==> config.mk <==
export PLATFORM = sky130hd
export DESIGN_NAME = palette_mixer
export DESIGN_NICKNAME = d
export VERILOG_FILES = /design/src/design/video_regs_pkg.sv /design/src/design/palette_mixer.sv
export SDC_FILE = /design/constraint.sdc
export NUM_CORES = 2
export LEC_CHECK = 0
export ABC_CLOCK_PERIOD_IN_PS = 1640
export BUFFER_PORTS_ARGS = -buffer_cell sky130_fd_sc_hd__buf_2
export CAP_MARGIN = 15
export CORE_MARGIN = 1.5
export CORE_UTILIZATION = 35
export DETAILED_ROUTE_END_ITERATION = 16
export SETUP_SLACK_MARGIN = 0.5
export SLEW_MARGIN = 20
export SYNTH_ARGS = -nofsm -noshare
export SYNTH_HDL_FRONTEND = slang
export SYNTH_SLANG_ARGS = --single-unit
==> constraint.sdc <==
create_clock -name i_clk -period 1.64 [get_ports i_clk]
set_input_delay 0.492 -clock i_clk [delete_from_list [all_inputs] [get_ports i_clk]]
set_output_delay 0.492 -clock i_clk [all_outputs]
set_load 0.02 [all_outputs]
==> src/design/video_regs_pkg.sv <==
//////////////////////////////////////////////////
// Video register maps
// CPU and download address maps, and the layout
// of the BSET and SSET register bytes
//////////////////////////////////////////////////

package video_regs_pkg;

    localparam int CPU_ADDR_BITS = 12;
    localparam int ROM_ADDR_BITS = 16;

    // CPU map
    localparam logic [CPU_ADDR_BITS-1:0] VRAM_TOP   = 12'h3FF; // Side VRAM from 0x000
    localparam logic [CPU_ADDR_BITS-1:0] BSET_ADDR  = 12'hC00;
    localparam logic [CPU_ADDR_BITS-1:0] SSET_ADDR  = 12'hC01;
    localparam logic [CPU_ADDR_BITS-1:0] BKCOL_ADDR = 12'hC02;

    // Download map
    localparam logic [ROM_ADDR_BITS-1:0] CHAR_TOP = 16'h7FFF; // Char ROM from 0x0000
    localparam logic [ROM_ADDR_BITS-1:0] PAL_BASE = 16'h8000;
    localparam logic [ROM_ADDR_BITS-1:0] PAL_TOP  = 16'h80FF;

    localparam logic [3:0] TRANSPARENT_PIX = 4'hF;

    typedef struct packed {
        logic [6:0] rsvd;
        logic       flip;       // Screen flip
    } bset_t;

    typedef struct packed {
        logic       rsvd_hi;
        logic [2:0] color_bank;
        logic [1:0] rsvd_lo;
        logic [1:0] tile_bank;
    } sset_t;

    // One CPU byte, read as BSET or SSET by address
    typedef union packed {
        bset_t bset;
        sset_t sset;
    } reg_word_u;

endpackage

==> src/design/palette_mixer.sv <==
//////////////////////////////////////////////////
// Palette mixer
// Backdrop fallback, palette RAM and the RGB
// output register
//////////////////////////////////////////////////
`timescale 1ns/1ns

module palette_mixer (
    input  logic       i_clk,
    input  logic       i_rst_n,
    input  logic       i_ce_pixel,
    input  logic       i_disp_en,
    input  logic [3:0] i_pix,
    input  logic [2:0] i_color_bank,
    input  logic [6:0] i_backdrop,
    input  logic       i_pal_we,
    input  logic [7:0] i_pal_addr,
    input  logic [7:0] i_wr_data,
    output logic [3:0] o_r,
    output logic [3:0] o_g,
    output logic [3:0] o_b
);
    import video_regs_pkg::*;

    logic [11:0] pal [128]; // {B, G, R}
    logic [6:0]  pal_idx;
    logic [11:0] color;

    // Even byte is G:R, odd byte carries B
    always_ff @(posedge i_clk) begin
        if (i_pal_we) begin
            if (i_pal_addr[0]) begin
                pal[i_pal_addr[7:1]][11:8] <= i_wr_data[3:0];
            end else begin
                pal[i_pal_addr[7:1]][7:0] <= i_wr_data;
            end
        end
    end

    assign pal_idx = (i_pix == TRANSPARENT_PIX) ? i_backdrop : {i_color_bank, i_pix};
    assign color   = pal[pal_idx];

    always_ff @(posedge i_clk or negedge i_rst_n) begin
        if (!i_rst_n) begin
            o_r <= '0;
            o_g <= '0;
            o_b <= '0;
        end else if (i_ce_pixel) begin
            {o_b, o_g, o_r} <= i_disp_en ? color : 12'h000; // Black in blanking
        end
    end

endmodule

**Word-level counts from Yosys, hierarchy flattened**

Memories as Yosys holds them, arrays and structs flattened.
Cells that the tools add are included.
W data, S select, Z words.

- Register bits after elaboration: 12
- Bits in latches: 0
- Bits in writable memories: 1536
- ROM bits: 0
- Input port bits: 35
- Output and inout port bits: 12
- Logic and storage cells: 13
- Memories: 1

Memories:

| memory | words | bits a word | rd ports | clocked after memory_dff | wr ports | line | text |
|---|---|---|---|---|---|---|---|
| pal | 128 | 12 | 1 | 0 | 1 | palette_mixer.sv:25 | `logic [11:0] pal [128];` |

- Add/subtract/negate cells: 0
- $mul: 0
- Divide/modulo/power cells: 0
- $lt $le $gt $ge: 0
- Eq/ne operators: 1
- Shift operators: 0
- Muxes and demuxes: 8
- Bitwise operators: 0
- Reductions and logical operators: 0

Operator list:

| cell | number |
|---|---|
| $mux W12 | 1 |
| $mux W7 | 1 |
| $mux W1 | 6 |
| $eq A4 B4 Y1 const B | 1 |

**Logic depth before layout (Yosys ltp)**

An unclocked memory read counts as a cell.

- Depth after elaboration: 4
- Gate-level depth with buffers: 13
- Mapped depth without buffers: 8

**Least setup slack after synthesis**

No wires, ideal clock.

- Path type: in2reg
- Start: input i_pix[1]
- End: register o_b[1]
- Setup time: 0.148 ns
- Data arrival time: 1.964 ns
- Data required time: 1.492 ns
- Path slack: -0.472 ns
- Stages on the path: 10
- Path buffers: 3
- Cells stage by stage: buf_2 -> nand4b_1 -> a21boi_0 -> buf_2 -> clkbuf_1 -> a31oi_1 -> a31oi_1 -> a32oi_1 -> nand3_1 -> o221ai_1

- Cells in the longest elaborated chain, start to end: 4

RTL lines:

| element | line | text |
|---|---|---|
| from (decl) | palette_mixer.sv:13 | `input logic [3:0] i_pix,` |
| $eq A4 B4 Y1 | palette_mixer.sv:40 | `assign pal_idx = (i_pix == TRANSPARENT_PIX) ? i_backdrop : {i_color_bank, i_pix};` |
| $mux W7 * | palette_mixer.sv:40 |  |
| $mem_v2 Z128 W12 * | n/a |  |
| $mux W12 * | palette_mixer.sv:49 | `{o_b, o_g, o_r} <= i_disp_en ? color : 12'h000;` |
| to (signal assigned) | palette_mixer.sv:49 |  |
| to (decl) | palette_mixer.sv:21 | `output logic [3:0] o_b` |

Every way passes the cells marked *; elsewhere a longest branch is shown, timed or not.
A chain may end at the register's enable or synchronous reset.

**Worst setup path in the final report**

- Start: input i_backdrop[1]
- End: register o_r[2]

- Cells in the longest elaborated chain, start to end: 3

RTL lines:

| element | line | text |
|---|---|---|
| from (decl) | palette_mixer.sv:15 | `input logic [6:0] i_backdrop,` |
| $mux W7 | palette_mixer.sv:40 |  |
| $mem_v2 Z128 W12 | n/a |  |
| $mux W12 | palette_mixer.sv:49 |  |
| to (signal assigned) | palette_mixer.sv:49 |  |
| to (decl) | palette_mixer.sv:19 | `output logic [3:0] o_r,` |

No other way between the ends.

==> metrics.txt <==
worst-margin pin slew 695 ps; LEAKAGE 26.8 nW; status complete, but fails checks; Worst Hold End pal[10][6]$_DFFE_PP_; Avg Cell Area, Syn between 10 and 15 um^2; Max VDD drop around 0.85 mV; Clk Latency, worst-skew pair 800 ps; Initial Utilization 0.352; initial antenna violation count 5; slowest CP cell nand4_1; Hold Fails Final Rpt 0; core area 173,000 um^2; share of layout cells above drive strength 1 0.234; clk sink count around 1,500; CTS root buffer clkbuf_16; Layout Utilization 0.452; Max Slew Vio Count 0; post-DR vias/cell 5.37; Power, Total 86.3 mW; Final Cell Area 78,500 um^2; Ports 47; unrepaired setup endpoints after global routing true; hold_sp i_wr_data[6]; PortBufs 46; Synth Area in Simple Gates 0.143; CTS buffer count 161; clk slew on worst S/H paths roughly 60 ps; DRT Pass-1 Iters 6; Synth top area share 0.756; Post-synth top flop edfxtp_1; most common cell in the netlist edfxtp_1; number of global-route vias before repair between 30,000 and 40,000; GRT Util Overall 0.203; post-synth top area cell edfxtp_1; min cycle time layout 2240 ps; Post-Place Setup Slack -1600 ps; Vias 40,700; register bit total from synthesis 1,548; Post-DP HPWL approximately 110,000 um; Worst R2R Path Depth 6; Commonest cells post-synth 1,536 x edfxtp_1, 1,241 x nand2_1, 475 x nand3_1, 261 x nor2_1, 171 x a32oi_1; MaxCap Viol Count 0; reg2reg start pal[39][2]$_DFFE_PP_; Post-Syn Instances 4,514; die height 421 um; drt drc 0; clk buf depth 3; violated checks setup timing; R2R setup slack -210 ps; crit-path max cell delay around 490 ps; CTS tree yes; die area about 180,000 um^2; crit path setup slack, layout -601 ps; post-route ant nets 0; Max Fclk 446 MHz; Synth Area in Compound Gates 0.0514; Post-DP Area around 70,000 um^2; RePlAce Congestion around 0.85; worst-path fanout max 6; clk_skew 27.6 ps; mux share of post-synthesis cell area 0.0215; area grow syn2layout 28.6%; DRT iter0 DRCs 4,588; global-route wire length before repair 265,000 um; largest family of logic cells by synthesized area simple AND/OR/NAND/NOR gates; worst-path cell chain buf_8 -> nand4b_4 -> and2_4 -> buf_8 -> buf_12 -> buf_12 -> mux2i_1 -> a32oi_1 -> nand2_1 -> o211ai_1 -> nand4_1 -> nand3_1; Crit Path Class input port to flop; Final Setup Violations 24; pwr/cell area 1100 nW/um^2; slew margin rel. 0.535; Worst Path Arrival 2940 ps; Post-synth EDFFs 1,536; Hold Path Depth 1; Routed WL around 180,000 um; grt total ovfl 0; row cnt 153; Setup crit start kind input port; Worst Setup End Kind flop; syn nets 4,549; Synth cell types 39; largest net degree at the start of global routing 68; die width ~420 um; Max H-tree Level 4; drt wl/cell between 20 and 25 um; Synth Area in Adders 0; Hold/Removal Path Class input port to flop; post-synthesis sequential area ratio 0.761; fin crit share 1.37; final net count between 5,000 and 6,000; post-synthesis xor/xnor area fraction 0; Ys Warns 0; R2R Path End o_r[2]$_DFFE_PN0P_; Area contributors post-synth edfxtp_1 76%, nand2_1 7.6%, nand3_1 3.9%; synthesized cell area 61,000 um^2; Async S/R FF share, synth 0.00775; Req. time, crit path 2340 ps
==> per-stage QoR <==
step	cells	TNS (ps)	hold WS, ps
2_1_floorplan	4514	-83790	196
3_3_place_gp	7210	-416360	519
3_5_place_dp	7210	-440250	541
4_1_cts	7553	-8390	58.8
5_1_grt	7580	-8860	76.9
6_report	7580	-8020	101
==> cells by family after synthesis <==
kind of cell | count (synthesis)
mux | 131
buf+inv | 310
flops | 1548
compound gates | 439
simple gates | 2086
==> area by class of cell <==
class / count / area [um^2]
clock buffer: 204 / 4220
timing repair buffer: 752 / 9090
sequential: 1548 / 46400
multi-input combinational: 2657 / 14900
antenna: 2 / 5.00
inverter: 3 / 11.3
fill: 15200 / 95000
tap: 2325 / 2910
clock inverter: 89 / 903
==> cell usage in the layout, fill, tap and decap left out, drive strengths merged, types with 6 or more instances in the layout <==
cell and instances:
nand3 475, clkbuf 221, nor2 261, a221oi 11, nand2 1243, edfxtp 1536, inv 10, a32oi 171
nand4 80, a21oi 76, buf 728, a31oi 163, nand2b 12, nor2b 6, bufinv 12, mux2i 131
dfrtp 12, clkinv 67
==> report_power, final <==
group	switching (mW)	leakage, nW	total, mW	internal, mW
registers	0.122	13.9	43.7	43.6
clock network	15.4	2.51	35.7	20.3
logic	4.31	10.3	6.94	2.63
total	19.9	26.8	86.3	66.5
==> state kept, by name, indices dropped and copies added, names as in the netlist <==
name / cells
o_b: 4
o_g: 4
o_r: 4
pal: 1536
==> worst max path at each step <==
stage | start | depth (start not counted) | slack (ps) | endpoint
floorplan | i_pix[3] | 13 | -410 | o_r[3]$_DFFE_PN0P_
global placement | i_pix[0] | 12 | -1610 | o_g[2]$_DFFE_PN0P_
detailed placement | i_pix[0] | 12 | -1600 | o_g[2]$_DFFE_PN0P_
CTS | i_backdrop[1] | 12 | -520 | o_r[2]$_DFFE_PN0P_
global route | i_backdrop[1] | 12 | -600 | o_r[2]$_DFFE_PN0P_
finish | i_backdrop[1] | 12 | -600 | o_r[2]$_DFFE_PN0P_
==> layer usage <==
| metal | vias up | track usage | wire length, um |
|---|---|---|---|
| met4 | 4 | 0.0732 | 6280 |
| li1 | 18100 | - | - |
| met3 | 314 | 0.0313 | 12700 |
| met5 | - | 0 | 27 |
| met1 | 20600 | 0.270 | 74600 |
| met2 | 1758 | 0.337 | 89300 |
==> critical path, delay by kind of cell <==
kind	cells	cell delay, ps
AO/OA/AOI/OAI	2	530
buffers and inverters	4	530
multiplexers	1	130
AND/OR/NAND/NOR	5	1250
==> timing repair <==
item	CTS	global route
setup endpoints to repair	114	429
endpoints found under the hold margin	14	0
resized for setup	144	82
hold buffers	2	0
buffers inserted	34	15
pin swaps	85	67
cloned	14	10
No activity file was read; power rests on OpenSTA's default activity.
