--- src/design/video_regs_pkg.sv ---
//////////////////////////////////////////////////
// Video register maps
// CPU and download address maps, and the layout
// of the BSET and SSET register bytes
//////////////////////////////////////////////////

package video_regs_pkg;

    localparam int CPU_ADDR_BITS = 12;
    localparam int ROM_ADDR_BITS = 16;

    // CPU map
    localparam logic [CPU_ADDR_BITS-1:0] VRAM_TOP   = 12'h3FF; // Side VRAM from 0x000
    localparam logic [CPU_ADDR_BITS-1:0] BSET_ADDR  = 12'hC00;
    localparam logic [CPU_ADDR_BITS-1:0] SSET_ADDR  = 12'hC01;
    localparam logic [CPU_ADDR_BITS-1:0] BKCOL_ADDR = 12'hC02;

    // Download map
    localparam logic [ROM_ADDR_BITS-1:0] CHAR_TOP = 16'h7FFF; // Char ROM from 0x0000
    localparam logic [ROM_ADDR_BITS-1:0] PAL_BASE = 16'h8000;
    localparam logic [ROM_ADDR_BITS-1:0] PAL_TOP  = 16'h80FF;

    localparam logic [3:0] TRANSPARENT_PIX = 4'hF;

    typedef struct packed {
        logic [6:0] rsvd;
        logic       flip;       // Screen flip
    } bset_t;

    typedef struct packed {
        logic       rsvd_hi;
        logic [2:0] color_bank;
        logic [1:0] rsvd_lo;
        logic [1:0] tile_bank;
    } sset_t;

    // One CPU byte, read as BSET or SSET by address
    typedef union packed {
        bset_t bset;
        sset_t sset;
    } reg_word_u;

endpackage

--- src/design/video_regs.sv ---
//////////////////////////////////////////////////
// Video register file
// CPU and download write decode, BSET, SSET and
// backdrop colour registers
//////////////////////////////////////////////////
`timescale 1ns/1ns

module video_regs (
    input  logic                                    i_clk,
    input  logic                                    i_rst_n,
    input  logic                                    i_cpu_wr,
    input  logic [video_regs_pkg::CPU_ADDR_BITS-1:0] i_cpu_addr,
    input  logic [7:0]                              i_cpu_data,
    input  logic                                    i_rom_wr,
    input  logic [video_regs_pkg::ROM_ADDR_BITS-1:0] i_rom_addr,
    input  logic [7:0]                              i_rom_data,
    output logic                                    o_vram_we,
    output logic [9:0]                              o_vram_addr,
    output logic [7:0]                              o_vram_data,
    output logic                                    o_char_we,
    output logic [14:0]                             o_char_addr,
    output logic                                    o_pal_we,
    output logic [7:0]                              o_pal_addr,
    output logic [7:0]                              o_wr_data,
    output logic                                    o_flip,
    output logic [1:0]                              o_tile_bank,
    output logic [2:0]                              o_color_bank,
    output logic [6:0]                              o_backdrop
);
    import video_regs_pkg::*;

    reg_word_u cpu_word;
    logic      vram_hit;
    logic      char_hit;
    logic      pal_hit;

    assign cpu_word = i_cpu_data;
    assign vram_hit = i_cpu_wr && (i_cpu_addr <= VRAM_TOP);
    assign char_hit = i_rom_wr && (i_rom_addr <= CHAR_TOP);
    assign pal_hit  = i_rom_wr && (i_rom_addr >= PAL_BASE) && (i_rom_addr <= PAL_TOP);

    always_ff @(posedge i_clk or negedge i_rst_n) begin
        if (!i_rst_n) begin
            o_vram_we    <= 1'b0;
            o_char_we    <= 1'b0;
            o_pal_we     <= 1'b0;
            o_flip       <= 1'b0;
            o_tile_bank  <= '0;
            o_color_bank <= '0;
            o_backdrop   <= '0;
        end else begin
            // Side memories share one byte, download wins a collision
            o_vram_we <= vram_hit && !char_hit;
            o_char_we <= char_hit;
            o_pal_we  <= pal_hit;
            if (i_cpu_wr) begin
                case (i_cpu_addr)
                    BSET_ADDR: o_flip <= cpu_word.bset.flip;
                    SSET_ADDR: begin
                        o_tile_bank  <= cpu_word.sset.tile_bank;
                        o_color_bank <= cpu_word.sset.color_bank;
                    end
                    BKCOL_ADDR: o_backdrop <= i_cpu_data[6:0];
                    default: ;
                endcase
            end
        end
    end

    always_ff @(posedge i_clk) begin
        o_vram_addr <= i_cpu_addr[9:0];
        o_vram_data <= char_hit ? i_rom_data : i_cpu_data; // Side VRAM or char ROM
        o_char_addr <= i_rom_addr[14:0];
        o_pal_addr  <= i_rom_addr[7:0];
        o_wr_data   <= i_rom_data;
    end

endmodule

--- config.mk ---
export PLATFORM = sky130hd
export DESIGN_NAME = video_regs
export DESIGN_NICKNAME = d
export VERILOG_FILES = /design/src/design/video_regs_pkg.sv /design/src/design/video_regs.sv
export SDC_FILE = /design/constraint.sdc
export NUM_CORES = 1
export LEC_CHECK = 0
export BUFFER_PORTS_ARGS = -buffer_cell sky130_fd_sc_hd__buf_2
export CAP_MARGIN = 15
export CORE_ASPECT_RATIO = 0.8
export CORE_MARGIN = 4
export CORE_UTILIZATION = 36
export DETAILED_ROUTE_END_ITERATION = 16
export PLACE_DENSITY = 0.85
export SYNTH_ARGS = -nofsm -noshare
export SYNTH_HDL_FRONTEND = slang
export SYNTH_SLANG_ARGS = --single-unit
--- constraint.sdc ---
create_clock -name i_clk -period 0.9 [get_ports i_clk]
set_clock_uncertainty 0.2 [all_clocks]
set_input_delay 0.09 -clock i_clk [delete_from_list [all_inputs] [get_ports i_clk]]
set_output_delay 0.09 -clock i_clk [all_outputs]
set_load 0.005 [all_outputs]
---- Word-level counts from Yosys, hierarchy flattened ----
Index checks and enable logic that the tools add are counted.
operators by class
  $add $sub $neg .......................... 0
  multipliers ............................. 0
  div/mod/pow operators ................... 0
  magnitude comparators ................... 4
  equality and inequality tests ........... 3
  shift-type cells ........................ 0
  mux-type cells .......................... 1
  bitwise operators ....................... 0
  reductions and logical operators ........ 9
operators by type and width
  cell                                                       count
  equality test 12 bit, second input constant                3
  greater-or-equal comparator 16 bit, second input constant  1
  <= comparator 16 x 15 -> 1 bit, second input constant      1
  <= comparator 16 bit, second input constant                1
  <= comparator 12 x 10 -> 1 bit, second input constant      1
  two-way mux 8 bit                                          1
  AND reduction 2 bit                                        3
  logical AND 1 bit                                          5
  zero test 1 bit                                            1
word-level totals
  register bits ........................... 65
  latch bits .............................. 0
  RAM bits ................................ 0
  bits in read-only memories .............. 0
  bits of input ports ..................... 48
  output and inout bits ................... 65
  word-level logic and storage cells ...... 29
  memories ................................ 0

---- Logic depth before layout (Yosys ltp) ----
Gate-level depths: netlist of run 1.
  depth in word-level cells ............... 4
  gate-level depth with buffers ........... 4
  gate-level depth less buffers ........... 3

---- Least setup slack after synthesis of run 1 ----
Ideal clock, no wire load.
  path kind ............................... in2reg
  start point ............................. input i_cpu_addr[2] (netlist name)
  end point ............................... register o_backdrop[0]
  setup time .............................. 0.125 ns
  arrival time ............................ 0.962 ns
  data required time ...................... 0.575 ns
  setup slack ............................. -0.387 ns
  stages on the path ...................... 3
  path buffers ............................ 0
  cells stage by stage .................... nor4b_4 > nand4_2 > mux2_2
on the way
  cells in the longest elaborated chain, start to end .. 2
ends and longest elaborated chain
  element                        line              RTL
  start: declaration             video_regs.sv:12  input logic [video_regs_pkg::CPU_ADDR_BITS-1:0] i_cpu_addr,
  equality test 12 bit           video_regs.sv:57  case (i_cpu_addr)
  AND reduction 2 bit (no line)  --
  end signal: assignment         video_regs.sv:63  BKCOL_ADDR: o_backdrop <= i_cpu_data[6:0];
  end: declaration               video_regs.sv:28  output logic [6:0] o_backdrop
Every way passes these cells.
A chain may end at the register's enable or synchronous reset.

---- Final worst setup path of run 1 ----
  start point ............................. register o_backdrop[2]
  end point ............................... output o_backdrop[2]
No word-level cell between the ends.

==> metrics.csv, run 1 <==
stage;metric;value;unit
run_status;violated checks;hold timing, setup timing;
die;die outline height;68.8;µm
die;I/O pin total;113;
synthesis;Synth top cells by count;41 x sky130_fd_sc_hd__dfxtp_1, 21 x sky130_fd_sc_hd__mux2_2, 16 x sky130_fd_sc_hd__dfrtp_1;
synthesis;share of Yosys cell area claimed by the top area cell type;49.4;%
synthesis;proportion of synthesized flip-flops having asynchronous set or reset;28.1;%
synthesis;dominant synthesized flop cell;sky130_fd_sc_hd__dfxtp_1;
cts;CTS tree;done;
synthesis;FF+latch count, synth;57;
route;metal3 WL;607;µm
synthesis;most common cell in the synthesized netlist;sky130_fd_sc_hd__dfxtp_1;
cts;clock root buffer;sky130_fd_sc_hd__clkbuf_8;
critical_path;Worst EP required;0.61;ns
hold_path;startpoint of the lowest-slack hold path;i_rom_addr[13];
global_routing;pin count of the biggest net entering global routing;17;
die;starting utilization of the core area;38.6;%
global_routing;GR Util All Layers;23.2;%
die;floorplan die width;84.0;µm
critical_path;type of origin of the critical path;register;
cts;clk buf depth;2;
global_routing;vias in the first global route;1596;
pwr;Power Density;1900;nW/µm²
route;wire length per cell;23.6;µm
die;Core Footprint;4310;µm²
route;DRT iter0 DRCs;136;
synthesis;Mapped Cells;102;
timing;time the final worst path needs with I/O delays and setup;1.28;ns
place;number of cells in the design after placement;270;
route;count of TritonRoute iterations in the first routing pass;4;
global_routing;wire length of the first global-routing pass;9520;µm
critical_path;Critical Path Sink Type;primary output;
route;DRC violation count after routing;0;
cells_and_area;layout cells sized above 1;74.0;%
critical_path;internal reg-to-reg setup slack;-0.19;ns
critical_path;path depth of the worst reg2reg path;2;
route;length of routed met2 wiring;3990;µm
timing;actual slew at the worst max-slew pin;0.364;ns
critical_path;kind of critical path;reg -> out;
synthesis;post-synth design cell area;1660;µm²
timing;final setup vio count;87;
synthesis;number of synthesized flops with an enable pin;0;
route;met1 WL;2660;µm
hold_path;WHS Endpoint;o_char_addr[13]$_DFF_P_;
critical_path;worst flop-to-flop path endpoint;o_color_bank[1]$_DFFE_PN0P_;
cts;clock transition at the register clock pins on the worst setup and hold paths after CTS;0.08;ns
global_routing;initial antenna violation count;0;
global_routing;aggregate global routing overflow;0;
hold_path;kind of path behind the tightest hold check;in -> reg;
critical_path;highest fanout seen on the critical path;2;
timing;Highest Clock Rate;783;MHz
synthesis;Yosys cell types;16;
run_status;run status;finished with violations;
cts;sinks on the clock net;57;
die;number of core rows;21;
synthesis;largest area contributor in the synthesized netlist;sky130_fd_sc_hd__dfxtp_1;
cts;Num CTS Buffers;9;
cts;CTS HTree Levels;3;
synthesis;cell types with the largest area share after synthesis;sky130_fd_sc_hd__dfxtp_1 49%, sky130_fd_sc_hd__dfrtp_1 24%, sky130_fd_sc_hd__mux2_2 14%;
hold_path;Hold Path Cell Cnt;1;
die;DIE AREA;5770;µm²
timing;setup TNS;-16.06;ns
route;routed vias/inst;4.84;
critical_path;data arrival time of the critical path;0.99;ns
timing;Final Cycle Share;142;%
cells_and_area;Antenna Diode Count;0;
pwr;Peak supply drop;1.64;mV
timing;least setup slack across all paths after layout;-0.378;ns
timing;worst hold slack;-0.307;ns
route;wire length reported by the detailed router;7540;µm
synthesis;Synth Area per Inst;16.3;µm²
place;RePlAce Congestion;0.761;
pwr;leakage power;1.63;nW
timing;unrepaired setup endpoints after global routing;true;
timing;final max-slew violation count;0;
cells_and_area;number of standard cells in the final layout excluding fillers;319;
route;number of vias after detailed routing;1544;
route;DRT antenna net count;0;
flow_run;max-cap violations;0;
critical_path;Crit Reg-Reg Startpoint;o_color_bank[1]$_DFFE_PN0P_;
place;half-perimeter wire length after placement;3580;µm
timing;worst slew slack as a fraction of its limit;75.7;%
cts;clock latency reported for the late side of the worst-skew pair;0.32;ns
place;number of input and output port buffers inserted;112;
timing;number of endpoints with negative hold slack in the final report;28;
cells_and_area;Total Nets Final;305;
synthesis;synthesized netlist net count;150;
route;highest signal layer in the routed design;met4;
cells_and_area;area added between synthesis and finish;91.7;%
synthesis;Ys Warns;0;
synthesis;share of the yosys chip area belonging to registers;73.5;%
-- cell type report --
class / instances / area (µm²)
sequential: 57 / 1250
timing repair buffer: 153 / 1170
fill: 227 / 1120
multi-input combinational: 35 / 459
clock buffer: 13 / 179
tap: 57 / 71.3
clock inverter: 3 / 46.3
inverter: 1 / 3.75
-- stage by stage --
stage / util [%] / power, mW / area, µm² / setup WS [ns]
after CTS: 69.7 / 5.85 / 3000 / -0.353
after detailed placement: 54.1 / 3.15 / 2330 / -0.622
after global placement: 54.1 / 3.13 / 2330 / -0.544
after floorplan: - / 2.87 / 1720 / -0.369
final: 73.9 / 6.04 / 3190 / -0.378
after global routing: 73.9 / 6.20 / 3190 / -0.408
-- layout by cell type, fill, tap and decap left out, types with 2 or more instances in the layout --
cell / synthesis / final
sky130_fd_sc_hd__buf_2: 1 / 80
sky130_fd_sc_hd__buf_4: 8 / 5
sky130_fd_sc_hd__buf_6: 0 / 36
sky130_fd_sc_hd__buf_8: 0 / 2
sky130_fd_sc_hd__clkbuf_8: 0 / 13
sky130_fd_sc_hd__dfrtp_1: 16 / 16
sky130_fd_sc_hd__dfxtp_1: 41 / 16
sky130_fd_sc_hd__dfxtp_2: 0 / 25
sky130_fd_sc_hd__dlygate4sd3_1: 0 / 30
sky130_fd_sc_hd__mux2_2: 21 / 11
sky130_fd_sc_hd__mux2_4: 0 / 10
sky130_fd_sc_hd__nor4_1: 2 / 2
sky130_fd_sc_hd__nor4b_4: 1 / 3
-- registers in the layout, summed over array words and instances (netlist names) --
| name | count |
|---|---|
| o_char_addr | 8 |
| o_color_bank | 3 |
| o_vram_we | 1 |
| o_vram_data | 8 |
| o_flip | 1 |
| o_tile_bank | 2 |
| o_char_we | 1 |
| o_pal_we | 1 |
| o_wr_data | 8 |
| o_backdrop | 7 |
| o_vram_addr | 10 |
| o_pal_addr | 7 |
-- layer usage --
| metal | vias to the layer above | global-route usage [%] |
|---|---|---|
| li1 | 655 | - |
| met1 | 755 | 22.9 |
| met2 | 110 | 43.3 |
| met3 | 24 | 9.98 |
| met4 | 0 | 11.0 |
| met5 | - | 0 |
-- power breakdown --
part	switching [mW]	leakage, nW	total, mW	internal, mW
Combinational	0.259	0.946	0.664	0.405
Sequential	0.0621	0.568	2.72	2.66
Clock	1.07	0.112	2.66	1.59
-- worst max-delay path, stage by stage (launching register included) --
cell	delay [ns]
sky130_fd_sc_hd__dfrtp_1	0.42
sky130_fd_sc_hd__buf_6	0.13
sky130_fd_sc_hd__buf_6	0.11
-- worst max path at each step --
stage / to / slack, ns / start
after global routing: o_backdrop[2] / -0.41 / o_backdrop[2]$_DFFE_PN0P_
after CTS: o_tile_bank[0] / -0.35 / o_tile_bank[0]$_DFFE_PN0P_
final: o_backdrop[2] / -0.38 / o_backdrop[2]$_DFFE_PN0P_
after detailed placement: o_backdrop[5]$_DFFE_PN0P_ / -0.62 / i_cpu_addr[2]
after global placement: o_tile_bank[1]$_DFFE_PN0P_ / -0.54 / i_cpu_addr[2]
after floorplan: o_backdrop[0]$_DFFE_PN0P_ / -0.37 / i_cpu_addr[2]
-- kinds of logic (layout without fill, tap and decap cells) --
kind of cell,after synthesis,count (layout),share of synthesized area (%)
simple gates,14,14,8.13
buf+inv,10,170,4.14
mux,21,21,14.2
flops,57,57,73.5
-- timing repair --
action | CTS | global route
setup endpoints to repair | 78 | 87
setup buffers | 3 | 0
hold buffers | 27 | 14
gates resized for setup | 36 | 39
pin swaps | 3 | 4
hold endpoints to repair | 72 | 41
(Power assumes the default switching activity.)
==> inputs of run 2 (changes only) <==
- ABC_AREA: default -> 1
- CORE_UTILIZATION: 36 -> 37
- PLACE_DENSITY: 0.85 -> 0.86
==> run 2 against run 1 <==
The run still ends with hold timing, setup timing left. Utilization up 1.2 points. Hold slack got worse by 0.0069 ns. Critical endpoint is now o_tile_bank[0]. Clock power fell by 14%. Synthesized cell count rose by 62%. Sequential power is essentially flat. Non-clock buffer count grew 18. Maximum frequency rose by 12%. Die area increased by 1.2%. Wire length is 30% lower. Combinational power is 7.5% lower.
==> metrics.csv, run 2 <==
stage;metric;value;unit;change
pwr;Peak supply drop;1.36;mV;was 1.64 mV
timing;least setup slack across all paths after layout;-0.237;ns;was -0.378 ns
place;instance area after placement;2400;µm²;was 2330 µm²
global_routing;vias in the first global route;1722;;was 1,596
timing;final max-slew violation count;0;;unchanged
route;number of vias after detailed routing;1725;;was 1,544
synthesis;dominant synthesized flop cell;sky130_fd_sc_hd__dfxtp_1;;unchanged
die;I/O pin total;113;;unchanged
place;half-perimeter wire length after placement;3380;µm;was 3580 µm
global_routing;wire length of the first global-routing pass;7560;µm;was 9520 µm
cts;sinks on the clock net;57;;unchanged
critical_path;type of origin of the critical path;register;;unchanged
synthesis;Mapped Cells;165;;was 102
critical_path;Worst EP required;0.61;ns;about the same
hold_path;kind of path behind the tightest hold check;in -> reg;;unchanged
timing;actual slew at the worst max-slew pin;0.376;ns;was 0.364 ns
die;die outline height;69.2;µm;was 68.8 µm
synthesis;post-synth design cell area;1730;µm²;was 1660 µm²
global_routing;aggregate global routing overflow;0;;unchanged
run_status;violated checks;hold timing, setup timing;;unchanged
route;DRT iter0 DRCs;73;;was 136
cells_and_area;Total Nets Final;384;;was 305
cts;clock transition at the register clock pins on the worst setup and hold paths after CTS;0.06;ns;was 0.08 ns
synthesis;proportion of synthesized flip-flops having asynchronous set or reset;28.1;%;unchanged
hold_path;startpoint of the lowest-slack hold path;i_cpu_addr[5];;was i_rom_addr[13]
place;Place WS;-0.314;ns;was -0.622 ns
die;Core Footprint;4340;µm²;was 4310 µm²
route;count of TritonRoute iterations in the first routing pass;4;;unchanged
run_status;run status;finished with violations;;unchanged
critical_path;CP Buf/Inv Count;1;;was 2
critical_path;crit path cell chain;buf_2;;was buf_6 > buf_6
critical_path;worst setup path startpoint;o_tile_bank[0]$_DFFE_PN0P_;;was o_backdrop[2]$_DFFE_PN0P_
pwr;Power Density;1720;nW/µm²;was 1900 nW/µm²
synthesis;share of Yosys cell area claimed by the top area cell type;47.4;%;was 49.4%
critical_path;Critical Path Max Stage Delay;0.40;ns;was 0.42 ns
critical_path;cell class contributing the biggest share of worst-path delay;flip-flops;;unchanged
critical_path;Critical Path Sink Type;primary output;;unchanged
synthesis;FF+latch count, synth;57;;unchanged
critical_path;slowest cell on the critical path;sky130_fd_sc_hd__dfrtp_1;;unchanged
cts;CTS tree;done;;unchanged
cells_and_area;Biggest register;o_vram_addr;;unchanged
critical_path;highest fanout seen on the critical path;2;;unchanged
place;RePlAce Congestion;0.729;;was 0.761
timing;Highest Clock Rate;879;MHz;was 783 MHz
timing;Final Cycle Share;126;%;was 142%
pwr;leakage power;1.72;nW;was 1.63 nW
cts;CTS HTree Levels;3;;unchanged
timing;time the final worst path needs with I/O delays and setup;1.14;ns;was 1.28 ns
cts;clock latency reported for the late side of the worst-skew pair;0.31;ns;was 0.32 ns
cts;clock root buffer;sky130_fd_sc_hd__clkbuf_8;;unchanged
route;wire length reported by the detailed router;5250;µm;was 7540 µm
cells_and_area;leading cell type in the layout, fill and taps excluded;sky130_fd_sc_hd__buf_2;;unchanged
flow_run;max-cap violations;0;;unchanged
route;DRT antenna net count;0;;unchanged
route;routed vias/inst;4.33;;was 4.84
pwr;total power;5.61;mW;was 6.04 mW
cells_and_area;highest-count cells in the layout ignoring fill and taps;97 x sky130_fd_sc_hd__buf_2, 47 x sky130_fd_sc_hd__nand2_1, 38 x sky130_fd_sc_hd__dlygate4sd3_1;;was 80 x sky130_fd_sc_hd__buf_2, 36 x sky130_fd_sc_hd__buf_6, 30 x sky130_fd_sc_hd__dlygate4sd3_1
cells_and_area;layout cells sized above 1;56.0;%;was 74.0%
route;DRC violation count after routing;0;;unchanged
critical_path;Crit Reg-Reg Startpoint;o_backdrop[3]$_DFFE_PN0P_;;was o_color_bank[1]$_DFFE_PN0P_
global_routing;initial antenna violation count;0;;unchanged
synthesis;Ys Warns;0;;unchanged
place;number of input and output port buffers inserted;112;;unchanged
synthesis;cell types with the largest area share after synthesis;sky130_fd_sc_hd__dfxtp_1 47%, sky130_fd_sc_hd__dfrtp_1 23%, sky130_fd_sc_hd__nand2_1 12%;;was sky130_fd_sc_hd__dfxtp_1 49%, sky130_fd_sc_hd__dfrtp_1 24%, sky130_fd_sc_hd__mux2_2 14%
route;wire length per cell;13.2;µm;was 23.6 µm
die;number of core rows;21;;unchanged
cells_and_area;number of flip-flops in the largest register;10;;unchanged
cells_and_area;area added between synthesis and finish;88.1;%;was 91.7%
global_routing;pin count of the biggest net entering global routing;17;;unchanged
timing;final setup vio count;76;;was 87
synthesis;Synth top cells by count;55 x sky130_fd_sc_hd__nand2_1, 41 x sky130_fd_sc_hd__dfxtp_1, 16 x sky130_fd_sc_hd__dfrtp_1, 16 x sky130_fd_sc_hd__nand3_1, 9 x sky130_fd_sc_hd__buf_4;;was 41 x sky130_fd_sc_hd__dfxtp_1, 21 x sky130_fd_sc_hd__mux2_2, 16 x sky130_fd_sc_hd__dfrtp_1
global_routing;GR Util All Layers;16.4;%;was 23.2%
synthesis;synthesized netlist net count;213;;was 150
critical_path;data arrival time of the critical path;0.85;ns;was 0.99 ns
cells_and_area;Antenna Diode Count;0;;unchanged
timing;worst hold slack;-0.313;ns;was -0.307 ns
synthesis;share of the yosys chip area belonging to registers;70.6;%;was 73.5%
cts;clk buf depth;2;;unchanged
die;DIE AREA;5840;µm²;was 5770 µm²
synthesis;Yosys cell types;19;;was 16
cells_and_area;finished layout cell area;3260;µm²;was 3190 µm²
die;floorplan die width;84.5;µm;was 84.0 µm
synthesis;Synth Area per Inst;10.5;µm²;was 16.3 µm²
synthesis;most common cell in the synthesized netlist;sky130_fd_sc_hd__nand2_1;;was sky130_fd_sc_hd__dfxtp_1
timing;unrepaired setup endpoints after global routing;true;;unchanged
timing;number of endpoints with negative hold slack in the final report;12;;was 28
timing;worst slew slack as a fraction of its limit;75.0;%;was 75.7%
synthesis;number of synthesized flops with an enable pin;0;;unchanged
cts;Num CTS Buffers;9;;unchanged
synthesis;largest area contributor in the synthesized netlist;sky130_fd_sc_hd__dfxtp_1;;unchanged
critical_path;kind of critical path;reg -> out;;unchanged
die;starting utilization of the core area;39.9;%;was 38.6%
## run 2: cell type report
| type | count | area [µm²] |
|---|---|---|
| inverters | 6 | 22.5 |
| fillers | 296 | 1080 |
| multi-input cells | 91 | 500 |
| flip-flops and latches | 57 | 1240 |
| repair buffers | 171 | 1220 |
| clock buffers | 15 | 198 |
| well taps | 57 | 71.3 |
| clock inverters | 1 | 5.00 |
## run 2: timing repair
item,in CTS,in global routing
hold buffers,32,9
gates cloned,0,0
endpoints found under the hold margin,73,21
setup buffers,5,2
endpoints found under the setup margin,65,76
gates resized for setup,5,56
pin swaps,0,19
## run 2: through the flow
step	TNS (ns)	instances	util, %
2_1_floorplan	-0.782	165	-
3_3_place_gp	-5.38	337	55.4
6_report	-9.79	398	75.1
5_1_grt	-12.71	398	75.1
3_5_place_dp	-5.52	337	55.4
4_1_cts	-10.42	390	68.5
## run 2: kinds of logic after synthesis
group | after synthesis | share of synthesized area (%)
buffers and inverters | 17 | 6.15
DFF | 57 | 70.6
and+or+nand+nor | 91 | 23.3
## run 2: final timing paths
path                                               to  slack [ns]  cells past startpoint
max reg2reg                 o_backdrop[3]$_DFFE_PN0P_       -0.01                      3
min in group asynchronous  o_tile_bank[1]$_DFFE_PN0P_        0.02                      2
min                            o_vram_addr[5]$_DFF_P_       -0.31                      1
max in group asynchronous   o_backdrop[1]$_DFFE_PN0P_        0.21                      2
min reg2reg                        o_flip$_DFFE_PN0P_        0.27                      2
max                                    o_tile_bank[0]       -0.24                      1
## run 2: report_power, final
| group | total, mW | leakage, nW | switching, mW | internal (mW) |
|---|---|---|---|---|
| sequential | 2.69 | 0.568 | 0.0369 | 2.66 |
| combinational | 0.614 | 1.05 | 0.243 | 0.371 |
| clock | 2.30 | 0.105 | 0.912 | 1.39 |
## run 2: routing by layer
| layer | GRT usage (%) | wire, µm | vias to the layer above |
|---|---|---|---|
| met3 | 7.26 | 449 | 7 |
| met4 | 5.27 | 40 | 0 |
| li1 | - | - | 850 |
| met1 | 17.6 | 2010 | 799 |
| met5 | 0 | 0 | - |
| met2 | 28.9 | 2750 | 69 |
## run 2: worst register-to-register path: cells and delay by family, from the launching register on
family | cells | cell delay (ns)
simple gates | 2 | 0.09
buf+inv | 1 | 0.12
flops | 1 | 0.39
