==> config.mk <==
export PLATFORM = sky130hd
export DESIGN_NAME = video_timing
export DESIGN_NICKNAME = d
export VERILOG_FILES = /design/src/design/video_timing_pkg.sv /design/src/design/video_timing.sv
export SDC_FILE = /design/constraint.sdc
export NUM_CORES = 1
export LEC_CHECK = 0
export ABC_CLOCK_PERIOD_IN_PS = 2050
export BUFFER_PORTS_ARGS = -buffer_cell sky130_fd_sc_hd__clkbuf_2
export CORE_MARGIN = 2
export CORE_UTILIZATION = 50
export DETAILED_ROUTE_END_ITERATION = 6
export PLACE_DENSITY = 0.77
export SKIP_LAST_GASP = 1
export SLEW_MARGIN = 20
export SYNTH_ARGS = -nofsm -noshare
export SYNTH_HDL_FRONTEND = slang
export SYNTH_SLANG_ARGS = --single-unit
==> constraint.sdc <==
create_clock -name i_clk -period 2.05 [get_ports i_clk]
set_input_delay 0.205 -clock i_clk [delete_from_list [all_inputs] [get_ports i_clk]]
set_output_delay 0.205 -clock i_clk [all_outputs]
set_load 0.01 [all_outputs]
==> src/design/video_timing_pkg.sv <==
//////////////////////////////////////////////////
// Video timing constants
// Raster geometry, sync placement and counter
// widths for the 6.7 MHz pixel clock
//////////////////////////////////////////////////

package video_timing_pkg;

    // 53.6 MHz / 8 = 6.7 MHz pixel rate
    localparam int PIX_DIV      = 8;
    localparam int PIX_DIV_BITS = 3;

    localparam int H_ACTIVE = 256;
    localparam int H_TOTAL  = 384;
    localparam int V_ACTIVE = 224;
    localparam int V_TOTAL  = 264;

    localparam int HS_START = 296;
    localparam int HS_WIDTH = 32;   // Pixels
    localparam int VS_START = 240;
    localparam int VS_WIDTH = 4;    // Lines

    // Fetch runs one tile ahead of the beam
    localparam int FETCH_LEAD = 8;

    localparam int H_BITS = 9;
    localparam int V_BITS = 9;

endpackage

==> src/design/video_timing.sv <==
//////////////////////////////////////////////////
// Video timing generator
// Pixel enable, fetch counters and phase, and
// display-aligned sync, blank and coordinates
//////////////////////////////////////////////////
`timescale 1ns/1ns

module video_timing (
    input  logic                               i_clk,
    input  logic                               i_rst_n,
    output logic                               o_ce_pixel,
    output logic [video_timing_pkg::H_BITS-1:0] o_fetch_h,
    output logic [video_timing_pkg::V_BITS-1:0] o_fetch_v,
    output logic [2:0]                         o_fetch_phase,
    output logic                               o_disp_en,
    output logic                               o_hsync,
    output logic                               o_vsync,
    output logic                               o_hblank,
    output logic                               o_vblank,
    output logic [video_timing_pkg::H_BITS-1:0] o_scr_x,
    output logic [video_timing_pkg::V_BITS-1:0] o_scr_y
);
    import video_timing_pkg::*;

    logic [PIX_DIV_BITS-1:0] div_q;
    logic                    ce_q;
    logic [H_BITS-1:0]       fh_q;
    logic [V_BITS-1:0]       fv_q;
    logic [H_BITS-1:0]       disp_x;
    logic [V_BITS-1:0]       disp_y;
    logic                    h_act;
    logic                    v_act;

    always_ff @(posedge i_clk or negedge i_rst_n) begin
        if (!i_rst_n) begin
            div_q <= '0;
            ce_q  <= 1'b0;
        end else begin
            div_q <= (div_q == PIX_DIV_BITS'(PIX_DIV - 1)) ? '0 : div_q + 1'b1;
            ce_q  <= (div_q == PIX_DIV_BITS'(PIX_DIV - 1));
        end
    end

    // Fetch raster, the master count
    always_ff @(posedge i_clk or negedge i_rst_n) begin
        if (!i_rst_n) begin
            fh_q <= '0;
            fv_q <= '0;
        end else if (ce_q) begin
            if (fh_q == H_BITS'(H_TOTAL - 1)) begin
                fh_q <= '0;
                fv_q <= (fv_q == V_BITS'(V_TOTAL - 1)) ? '0 : fv_q + 1'b1;
            end else begin
                fh_q <= fh_q + 1'b1;
            end
        end
    end

    // Beam position trails fetch by FETCH_LEAD pixels
    always_comb begin
        if (fh_q >= H_BITS'(FETCH_LEAD)) begin
            disp_x = fh_q - H_BITS'(FETCH_LEAD);
            disp_y = fv_q;
        end else begin
            disp_x = fh_q + H_BITS'(H_TOTAL - FETCH_LEAD); // Tail of previous line
            disp_y = (fv_q == '0) ? V_BITS'(V_TOTAL - 1) : fv_q - 1'b1;
        end
    end

    assign h_act     = (disp_x < H_BITS'(H_ACTIVE));
    assign v_act     = (disp_y < V_BITS'(V_ACTIVE));
    assign o_disp_en = h_act && v_act;

    // Registered on the same enable as the RGB stage
    always_ff @(posedge i_clk or negedge i_rst_n) begin
        if (!i_rst_n) begin
            o_scr_x  <= '0;
            o_scr_y  <= '0;
            o_hblank <= 1'b1;
            o_vblank <= 1'b1;
            o_hsync  <= 1'b0;
            o_vsync  <= 1'b0;
        end else if (ce_q) begin
            o_scr_x  <= disp_x;
            o_scr_y  <= disp_y;
            o_hblank <= !h_act;
            o_vblank <= !v_act;
            o_hsync  <= (disp_x >= H_BITS'(HS_START)) &&
                        (disp_x < H_BITS'(HS_START + HS_WIDTH));
            o_vsync  <= (disp_y >= V_BITS'(VS_START)) &&
                        (disp_y < V_BITS'(VS_START + VS_WIDTH));
        end
    end

    assign o_ce_pixel    = ce_q;
    assign o_fetch_h     = fh_q;
    assign o_fetch_v     = fv_q;
    assign o_fetch_phase = fh_q[2:0]; // Pixel within the tile

endmodule

**Word level (Yosys, flattened, before mapping)**

Index checks and enable logic that the tools add are counted.

- $add $sub $neg: 6
- Magnitude comparators: 7
- Equality and inequality tests: 3
- Muxes and demuxes: 6
- Reduce and logical (&&, ||, !) cells: 7

Operators by type and width:

| cell | number |
|---|---|
| two-way mux 9 bit | 5 |
| adder 9 x 1 -> 9 bit (second input constant) | 2 |
| equality test 9 bit (second input constant) | 2 |
| less-than comparator 9 x 8 -> 1 bit (second input constant) | 2 |
| less-than comparator 9 bit (second input constant) | 2 |
| adder 9 bit (second input constant) | 1 |
| greater-or-equal comparator 9 x 4 -> 1 bit (second input constant) | 1 |
| greater-or-equal comparator 9 x 8 -> 1 bit (second input constant) | 1 |
| greater-or-equal comparator 9 bit (second input constant) | 1 |
| logical NOT 9 bit | 1 |
| subtractor 9 x 1 -> 9 bit (second input constant) | 1 |
| subtractor 9 x 4 -> 9 bit (second input constant) | 1 |
| adder 3 x 1 -> 3 bit (second input constant) | 1 |
| equality test 3 bit (second input constant) | 1 |
| logical AND 1 bit | 3 |
| two-way mux 3 bit | 1 |
| logical NOT 1 bit | 2 |
| AND reduction 2 bit | 1 |

- Flip-flop bits (word level): 44
- Input bits: 2
- Output and inout port bits: 45
- Word-level logic and storage cells: 39

**Depth between registers and ports, before layout**

Gate-level depths: netlist (run 1).

- Word-level depth: 5
- Gate-level depth with buffers: 8
- Mapped depth without buffers: 7

**Least setup slack after synthesis (run 1)**

Ideal clock, no wire load.

- Kind: register to register
- Start point: register fh_q[3], in the netlist o_fetch_h[3]
- End point: register o_vsync
- Setup time: 0.104 ns
- Data arrival time: 2.216 ns
- Path slack: -0.269 ns
- Cell stages (with the launch flop): 9
- Clock period less this slack: 2.319 ns
- Cell sequence: dfrtp_1 inv_1 ha_1 nor2b_1 buf_2 nand3_4 or4_4 a22o_1 o41ai_2

- Word-level cells in the longest chain between the ends: 4
- Elaborated cells between the ends (all ways): 5
- Classes of those cells: order compare (3); mux (1); reduce/logical (1)

Ends and longest elaborated chain:

| what | line | source |
|---|---|---|
| from (decl) | video_timing.sv:27 | `logic [H_BITS-1:0] fh_q;` |
| from (signal assigned) | video_timing.sv:54 | `fh_q <= fh_q + 1'b1;` |
| greater-or-equal comparator 9 x 4 -> 1 bit (*) | video_timing.sv:61 | `if (fh_q >= H_BITS'(FETCH_LEAD)) begin` |
| two-way mux 9 bit (*) | video_timing.sv:61 |  |
| greater-or-equal comparator 9 x 8 -> 1 bit / less-than comparator 9 x 8 -> 1 bit (equally long branches) | video_timing.sv:90, video_timing.sv:91 |  |
| logical AND 1 bit (*) | video_timing.sv:90 | `o_vsync <= (disp_y >= V_BITS'(VS_START)) &&` |
| to (signal assigned) | video_timing.sv:90 |  |
| to (decl) | video_timing.sv:17 | `output logic o_vsync,` |

Every way passes the cells marked *; elsewhere a longest branch is shown, timed or not.
A chain may end at the register's enable or synchronous reset.

**Worst setup path in the final report (run 1)**

- Start point: register fv_q[1], in the netlist o_fetch_v[1]
- End point: output port o_disp_en

- Word-level cells in the longest chain between the ends: 5
- Elaborated cells between the ends (all ways): 6
- Classes of those cells: add/sub (1); order compare (1); mux (2); reduce/logical (2)

Ends and longest elaborated chain:

| what | line | source |
|---|---|---|
| from (decl) | video_timing.sv:28 | `logic [V_BITS-1:0] fv_q;` |
| from (signal assigned) | video_timing.sv:52 | `fv_q <= (fv_q == V_BITS'(V_TOTAL - 1)) ? '0 : fv_q + 1'b1;` |
| subtractor 9 x 1 -> 9 bit / logical NOT 9 bit (equally long branches) | video_timing.sv:66 | `disp_y = (fv_q == '0) ? V_BITS'(V_TOTAL - 1) : fv_q - 1'b1;` |
| two-way mux 9 bit | video_timing.sv:66 |  |
| two-way mux 9 bit (*) | video_timing.sv:61 |  |
| less-than comparator 9 x 8 -> 1 bit (*) | video_timing.sv:71 | `assign v_act = (disp_y < V_BITS'(V_ACTIVE));` |
| logical AND 1 bit (*) | video_timing.sv:72 | `assign o_disp_en = h_act && v_act;` |
| to (decl) | video_timing.sv:15 | `output logic o_disp_en,` |

Marks and branches as above.

==> results of run 1 <==
tightest hold or removal path, delay by kind of cell:
family / cells / cell delay [ps]
buffers and inverters: 3 / 890
layout make-up:
type                            count  area [sq um]  share of cell area, %
Clock buffer                        7          96.3                   2.99
Inverter                           11          43.8                   1.36
Timing Repair Buffer               97           616                   19.1
Sequential cell                    44          1110                   34.4
Multi-Input combinational cell    175          1270                   39.5
Tap cell                           67          83.8                   2.60
sequential cells by signal, indices dropped and copies added, names as in the netlist:
signal	count
o_fetch_h	9
o_fetch_v	9
o_scr_x	9
o_scr_y	9
div_q	3
o_ce_pixel	1
o_hblank	1
o_hsync	1
o_vblank	1
o_vsync	1
per-layer routing:
layer,GRT usage [%],up-vias,share of wire (%)
met5,0,-,0
li1,-,1049,-
met3,4.25,9,4.7
met4,7.47,0,1.6
met1,30.3,1042,47
met2,34.7,70,47
metrics by stage:
stage	TNS, ps	instances	worst slack, ps
2_1_floorplan	-3.25	247	-3.25
3_3_place_gp	-12.9	390	-12.9
3_5_place_dp	-109	390	-71.3
4_1_cts	-234	399	-234
5_1_grt	-383	401	-325
6_report	-243	401	-243
cells in the final DEF, fill, tap and decap left out, types with 2 or more instances in the layout:
cell / count
a21oi_1: 8
dfstp_2: 2
clkbuf_2: 45
xor2_1: 4
nor2_1: 22
buf_4: 50
o211ai_1: 2
or3_1: 5
mux2_2: 7
a21o_1: 3
o21ai_0: 15
inv_2: 3
xnor2_1: 12
o31ai_2: 2
nor3_1: 9
dfrtp_2: 2
ha_1: 9
nand3_1: 5
nand3b_1: 2
and2_1: 2
dfrtp_1: 40
a22o_1: 2
inv_1: 7
nor3b_2: 2
nand4_1: 8
nand2_1: 18
or4_4: 2
o31ai_1: 2
clkbuf_8: 7
nor4_1: 3
worst paths after layout:
check | endpoint | slack [ps]
setup / recovery | o_disp_en | -240
hold / removal | o_scr_x[3] | 420
setup reg to reg | o_vsync | 20
hold reg to reg | div_q[0] | 440
min in group i_clk | div_q[0] | 440
max in group asynchronous | o_hblank | 1330
kinds of logic (layout without fill, tap and decap cells):
group                      count (synthesis)  in the layout  share of synthesized area, %
xor gates and xnor gates                  17             17                          6.10
muxes                                      7              7                          3.23
adders and majority gates                 10             10                          5.13
buffers and inverters                     28            115                          5.74
AOI/OAI and AO/OA                         47             47                          12.7
DFF                                       44             44                          45.2
and+or+nand+nor                           94             94                          21.9
what timing repair did:
| action | 4_1_cts | 5_1_grt |
|---|---|---|
| setup endpoints to repair | 3 | 5 |
| gates resized for setup | 8 | 6 |
| hold buffers | 1 | 0 |
| endpoints found under the hold margin | 42 | 0 |
| buffers inserted | 1 | 2 |
| pin swaps | 3 | 3 |
power by group:
group / internal, mW / total (mW) / switching [mW] / leakage (nW)
sequential: 0.867 / 0.867 / 0 / 0.533
combinational: 0.00447 / 0.0213 / 0.0168 / 0.959
clock: 0.300 / 0.579 / 0.279 / 0.0503
==> results by group, run 1 <==
Worst setup path
  – R2R depth: 9
  – R2R Path Start: o_fetch_v[1]
  – CP top delay family: simple AND/OR/NAND/NOR gates
  – Critical Path Fanout Max: 4
  – Critical Path AT: 2090 ps
  – Crit path depth: 5
  – Critical path class: reg2out
  – CP Launch Type: register
  – Worst Path Buf+Inv: 1
  – Largest stage delay, worst path: 540 ps
  – CP Launch Point: o_fetch_v[1]
  – CP Cell Sequence: or4_4, or4_4, a22oi_2, a211oi_2, buf_2
  – Kind of end point of the critical path: primary output
  – Most used cell, CP: or4_4
  – CP required: 1850 ps
  – Slowest CP cell: or4_4

Power and ir drop
  – VDD IR max: 0.392 mV
  – Leakage power: around 1.5 nW
  – PwrDens: 456 nW/um^2
  – Total power: 1.47 mW

Synth
  – Syn nets: 259
  – Syn avg cell area: 9.88 sq um
  – Area of the mapped netlist: 2440 sq um
  – Top FF cell, synth: dfrtp_1
  – Top cells by area, synth: dfrtp_1 43%, ha_1 5.1%, xnor2_1 4.7%, nor2_1 3.4%, o21ai_0 3.3%
  – Post-synth EDFFs: 0
  – Top-count cell post-synth: dfrtp_1
  – Post-synth top cells: 42 x dfrtp_1, 22 x nor2_1, 18 x nand2_1
  – Synthesized flop and latch total: 44
  – Sequential fraction of the synthesis area: 45.2%
  – Synth Instances: 247
  – Post-synth top area cell: dfrtp_1
  – Synth top area share: a little over two fifths
  – FFs w/ async S/R, synth: 100%
  – Synth warn: 0
  – Synth cell types: 53

Timing
  – Slew @ Worst Pin: 442 ps
  – Final Hold Fails: 0
  – Clock Skew: 4.50 ps
  – Worst rel slew slack: 70.5%
  – WHS: 420 ps
  – Unrepaired setup endpoints after global routing: yes
  – Slack of the critical path: -243 ps
  – Final worst path period need: 2290 ps
  – Slew Viols, Final: 0
  – Fin crit share: 112%
  – Final setup viols: 1
  – Max Fclk: between 0.4 and 0.5 GHz

Die
  – Ports: 47
  – Die X: 73.9 um
  – Initial Util: approximately half
  – DIE AREA: 5460 sq um
  – Die height: 73.9 um
  – Rows: 25
  – Core box area: about 4700 sq um

Placed design
  – DP Wirelength: 4290 um
  – Port Buffers: 46
  – DP Area: ~3000 sq um
  – Gpl congestion: between 0.8 and 0.9

Finish
  – Fin area: 3220 sq um
  – N_diodes: 0
  – Finished Core Util: between 60% and 70%
  – Layout area overhead: 31.8%
  – Fraction of layout cells with a size suffix above 1: 42.2%
  – Fillers: 350
  – Nets: 346

Detailed routing
  – Vias: 2,170
  – Drt pass-1 iters: 4
  – Iteration-0 DRC Markers: 149
  – DR WL/cell: approximately 14 um
  – DRC Markers: 0
  – Final ANT Viol Nets: 0
  – Vias per inst: between 5 and 6
  – Routed Wire Length: 5720 um

Run status
  – Failing checks: negative setup slack
  – Outcome: complete, but fails checks

Run
  – Max-Cap Viols: 0

Clock network
  – CTS buffer count: 5
  – Root Driver: clkbuf_8
  – Clock Sinks: 44
  – H-tree levels: 2
  – CTS clk-pin slew, worst paths: around 80 ps
  – Max Root-Sink Buffers: 2
  – Clock latency on the worst-skew pair: about 300 ps
  – CTS tree: done

Worst hold path
  – Hold Crit Class: in2async

Global route
  – Pin count of the biggest net entering global routing: 24
  – Vias in the first global route: ~2,000
  – Grt ovf: 0
  – Initial antenna violation count: 0
  – GRT Util Overall: a little over a fifth
  – First-pass GRT wire length: 9200 um
Note: power is estimated with default switching activity, not from simulation.
==> run 2, diff against run 1 <==
--- a/config.mk
+++ b/config.mk
@@ -5,12 +5,13 @@
 export SDC_FILE = /design/constraint.sdc
 export NUM_CORES = 1
 export LEC_CHECK = 0
+export ABC_AREA = 1
 export ABC_CLOCK_PERIOD_IN_PS = 2050
 export BUFFER_PORTS_ARGS = -buffer_cell sky130_fd_sc_hd__clkbuf_2
 export CORE_MARGIN = 2
-export CORE_UTILIZATION = 50
+export CORE_UTILIZATION = 45
 export DETAILED_ROUTE_END_ITERATION = 6
-export PLACE_DENSITY = 0.77
+export PLACE_DENSITY = 0.71
 export SKIP_LAST_GASP = 1
 export SLEW_MARGIN = 20
 export SYNTH_ARGS = -nofsm -noshare
==> results by group, run 2 <==
Worst hold path
  – Hold Crit Class: in2async (unchanged)

Die
  – Core box area: 5110 sq um (was 4720 sq um)
  – Ports: 47 (unchanged)
  – Rows: 26 (was 25)
  – Die X: 76.9 um (was 73.9 um)
  – Initial Util: 46.9% (was 51.7%)
  – Die height: 76.9 um (was 73.9 um)
  – DIE AREA: 5920 sq um (was 5460 sq um)

Clock network
  – Clock latency on the worst-skew pair: 300 ps (about the same)
  – Max Root-Sink Buffers: 2 (unchanged)
  – H-tree levels: 2 (unchanged)
  – CTS buffer count: 5 (unchanged)
  – CTS clk-pin slew, worst paths: 90 ps (was 80 ps)
  – Root Driver: clkbuf_8 (unchanged)
  – Clock Sinks: 44 (unchanged)
  – CTS tree: done (unchanged)

Synth
  – Post-Synth Adder-Cell Area: 5.23% (was 5.13%)
  – Synth warn: 0 (unchanged)
  – Largest family of logic cells by synthesized area: simple AND/OR/NAND/NOR gates (unchanged)
  – Synthesized flop and latch total: 44 (unchanged)
  – Post-synth EDFFs: 0 (unchanged)
  – Synth Area in Simple Gates: 26.8% (was 21.9%)
  – Syn avg cell area: 8.17 sq um (was 9.88 sq um)
  – Multiplexer share of the synthesized area: 0% (was 3.23%)
  – Post-synth top cells: 75 x nand2_1, 42 x dfrtp_1, 29 x nor2_1 (was 42 x dfrtp_1, 22 x nor2_1, 18 x nand2_1)
  – Top FF cell, synth: dfrtp_1 (unchanged)
  – Synth Instances: 293 (was 247)
  – Top cells by area, synth: dfrtp_1 44%, nand2_1 12%, ha_1 5.2%, xor2_1 5.1%, nor2_1 4.5% (was dfrtp_1 43%, ha_1 5.1%, xnor2_1 4.7%, nor2_1 3.4%, o21ai_0 3.3%)
  – Synth cell types: 27 (was 53)
  – Top-count cell post-synth: nand2_1 (was dfrtp_1)
  – Post-synth top area cell: dfrtp_1 (unchanged)
  – Synth top area share: 43.9% (was 43.1%)
  – Compound-Gate Fraction of Synth Area: 7.27% (was 12.7%)
  – Post-synthesis xor/xnor area fraction: 5.49% (was 6.10%)
  – Area of the mapped netlist: 2390 sq um (was 2440 sq um)
  – Sequential fraction of the synthesis area: 46.1% (was 45.2%)
  – FFs w/ async S/R, synth: 100% (unchanged)
  – Syn nets: 305 (was 259)

Worst setup path
  – Worst Path Buf+Inv: 2 (was 1)
  – R2R depth: 10 (was 9)
  – CP required: 1850 ps (about the same)
  – Most used cell, CP: nand2_2 (was or4_4)
  – Reg2reg end: o_fetch_v[7] (was o_vsync)
  – Critical Path Fanout Max: 5 (was 4)
  – CP Cell Sequence: inv_2, ha_4, nand3_4, nor2_4, nand2_1, nand2_1, nand2_2, nor2_4, nand2_2, nand2_2, nor2_2, buf_2 (was or4_4, or4_4, a22oi_2, a211oi_2, buf_2)
  – CP Launch Type: register (unchanged)
  – Kind of end point of the critical path: primary output (unchanged)
  – Worst R2R Setup Slack: 270 ps (was 20 ps)
  – CP top delay family: simple AND/OR/NAND/NOR gates (unchanged)
  – Critical path class: reg2out (unchanged)
  – Critical Path AT: 1950 ps (was 2090 ps)
  – Slowest CP cell: dfrtp_1 (was or4_4)
  – R2R Path Start: o_fetch_h[1] (was o_fetch_v[1])
  – Largest stage delay, worst path: 440 ps (was 540 ps)

Global route
  – Initial antenna violation count: 0 (unchanged)
  – First-pass GRT wire length: 9360 um (was 9200 um)
  – Grt ovf: 0 (unchanged)
  – Vias in the first global route: 1,950 (was 2,002)
  – Pin count of the biggest net entering global routing: 25 (was 24)
  – GRT Util Overall: 19.7% (was 22.0%)

Detailed routing
  – Iteration-0 DRC Markers: 137 (was 149)
  – Vias: 2,149 (was 2,170)
  – Vias per inst: 5.03 (was 5.41)
  – Final ANT Viol Nets: 0 (unchanged)
  – DRC Markers: 0 (unchanged)
  – Drt pass-1 iters: 4 (unchanged)
  – Routed Wire Length: 5630 um (was 5720 um)
  – DR WL/cell: 13.2 um (was 14.3 um)

Timing
  – Max Fclk: 0.465 GHz (was 0.436 GHz)
  – Final worst path period need: 2150 ps (was 2290 ps)
  – Slew @ Worst Pin: 561 ps (was 442 ps)
  – WHS: 418 ps (was 420 ps)
  – Clock Skew: 7.07 ps (was 4.50 ps)
  – Unrepaired setup endpoints after global routing: yes (unchanged)
  – Total negative setup slack: -102 ps (was -243 ps)
  – Worst rel slew slack: 62.6% (was 70.5%)
  – Slack of the critical path: -102 ps (was -243 ps)
  – Final setup viols: 1 (unchanged)
  – Fin crit share: 105% (was 112%)
  – Slew Viols, Final: 0 (unchanged)
  – Final Hold Fails: 0 (unchanged)

Finish
  – Commonest non-fill, non-tap cell in the layout: nand2_1 (was buf_4)
  – Fillers: 460 (was 350)
  – Non-filler instance count after layout: 427 (was 401)
  – Layout area overhead: 27.2% (was 31.8%)
  – Commonest non-fill, non-tap cells in the layout: 70 x nand2_1, 45 x clkbuf_2, 42 x dfrtp_1 (was 50 x buf_4, 45 x clkbuf_2, 40 x dfrtp_1)
  – Nets: 368 (was 346)
  – N_diodes: 0 (unchanged)
  – Fraction of layout cells with a size suffix above 1: 32.8% (was 42.2%)
  – Fin area: 3050 sq um (was 3220 sq um)

Power and ir drop
  – Leakage power: 1.59 nW (was 1.54 nW)
  – PwrDens: 512 nW/um^2 (was 456 nW/um^2)
  – Total power: 1.56 mW (was 1.47 mW)
  – VDD IR max: 0.256 mV (was 0.392 mV)

Placed design
  – Placed Cells: 412 (was 390)
  – Gpl congestion: 0.841 (was 0.861)
  – DP Wirelength: 3930 um (was 4290 um)
  – DP Area: 2760 sq um (was 3040 sq um)
  – Port Buffers: 46 (unchanged)

Run status
  – Outcome: complete, but fails checks (unchanged)
  – Failing checks: negative setup slack (unchanged)

Run
  – Max-Cap Viols: 0 (unchanged)
[run 2: cell types whose count changed in the layout (fill, tap and decap cells not counted), sizes merged, moves of 6 or more]
cell   delta
xnor2    -12
mux2      -7
buf      -26
nor2     +12
or3       -6
nand2    +57
inv      +19
nand3    +15
xor2     +10
[run 2: layer usage]
layer / wire length (um) / track usage, % / vias to the layer above
met5: 0 / 0 / -
met4: 114 / 7.09 / 0
met3: 241 / 3.65 / 11
met2: 2600 / 30.4 / 63
met1: 2680 / 27.6 / 1014
li1: - / - / 1061
[run 2: cell type report]
class	count	area, sq um	area share (%)
Timing Repair Buffer	71	433	14.2
Inverter	30	113	3.70
Multi-Input combinational cell	204	1200	39.4
Clock buffer	6	72.6	2.38
Sequential cell	44	1100	36.2
Clock inverter	2	35.0	1.15
Tap cell	70	87.6	2.88
[run 2: logic make-up (layout without fill, tap and decap cells)]
family                   after synthesis  after routing
AND/OR/NAND/NOR                      145            146
buffers and inverters                 46            109
flip-flops                            44             44
AO/OA/AOI/OAI                         33             33
XOR/XNOR                              15             15
adder cells (fa/ha/maj)               10             10
[run 2: report_power, final]
part / internal, mW / leakage (nW) / total, mW / switching, mW
clock network: 0.362 / 0.0552 / 0.670 / 0.308
registers: 0.867 / 0.536 / 0.867 / 0
logic: 0.00567 / 0.998 / 0.0232 / 0.0175
total: 1.24 / 1.59 / 1.56 / 0.325
[run 2: timing repair]
action                                  4_1_cts  5_1_grt
pin swaps                                     8        6
endpoints found under the hold margin        19        0
cloned                                        1        0
hold buffers                                  1        0
gates resized for setup                      26        9
buffers inserted                              3        2
endpoints found under the setup margin        1        1
[run 2: how the worst max path moves through the flow]
| stage | startpoint | end | slack, ps | cells after the start |
|---|---|---|---|---|
| 2_1_floorplan | o_fetch_h[4] | o_disp_en | 160 | 13 |
| 3_3_place_gp | o_fetch_v[0] | o_disp_en | 180 | 11 |
| 3_5_place_dp | o_fetch_h[3] | o_disp_en | 80 | 11 |
| 4_1_cts | o_fetch_h[3] | o_disp_en | -70 | 11 |
| 5_1_grt | o_fetch_h[3] | o_disp_en | -200 | 12 |
| 6_report | o_fetch_h[3] | o_disp_en | -100 | 12 |
[run 2: through the flow]
| stage | utilization, % | setup slack (ps) |
|---|---|---|
| finish | 59.6 | -102 |
| detailed placement | 54.0 | 79.4 |
| global route | 59.6 | -201 |
| floorplan | - | 159 |
| CTS | 58.7 | -72.6 |
| global placement | 54.0 | 176 |
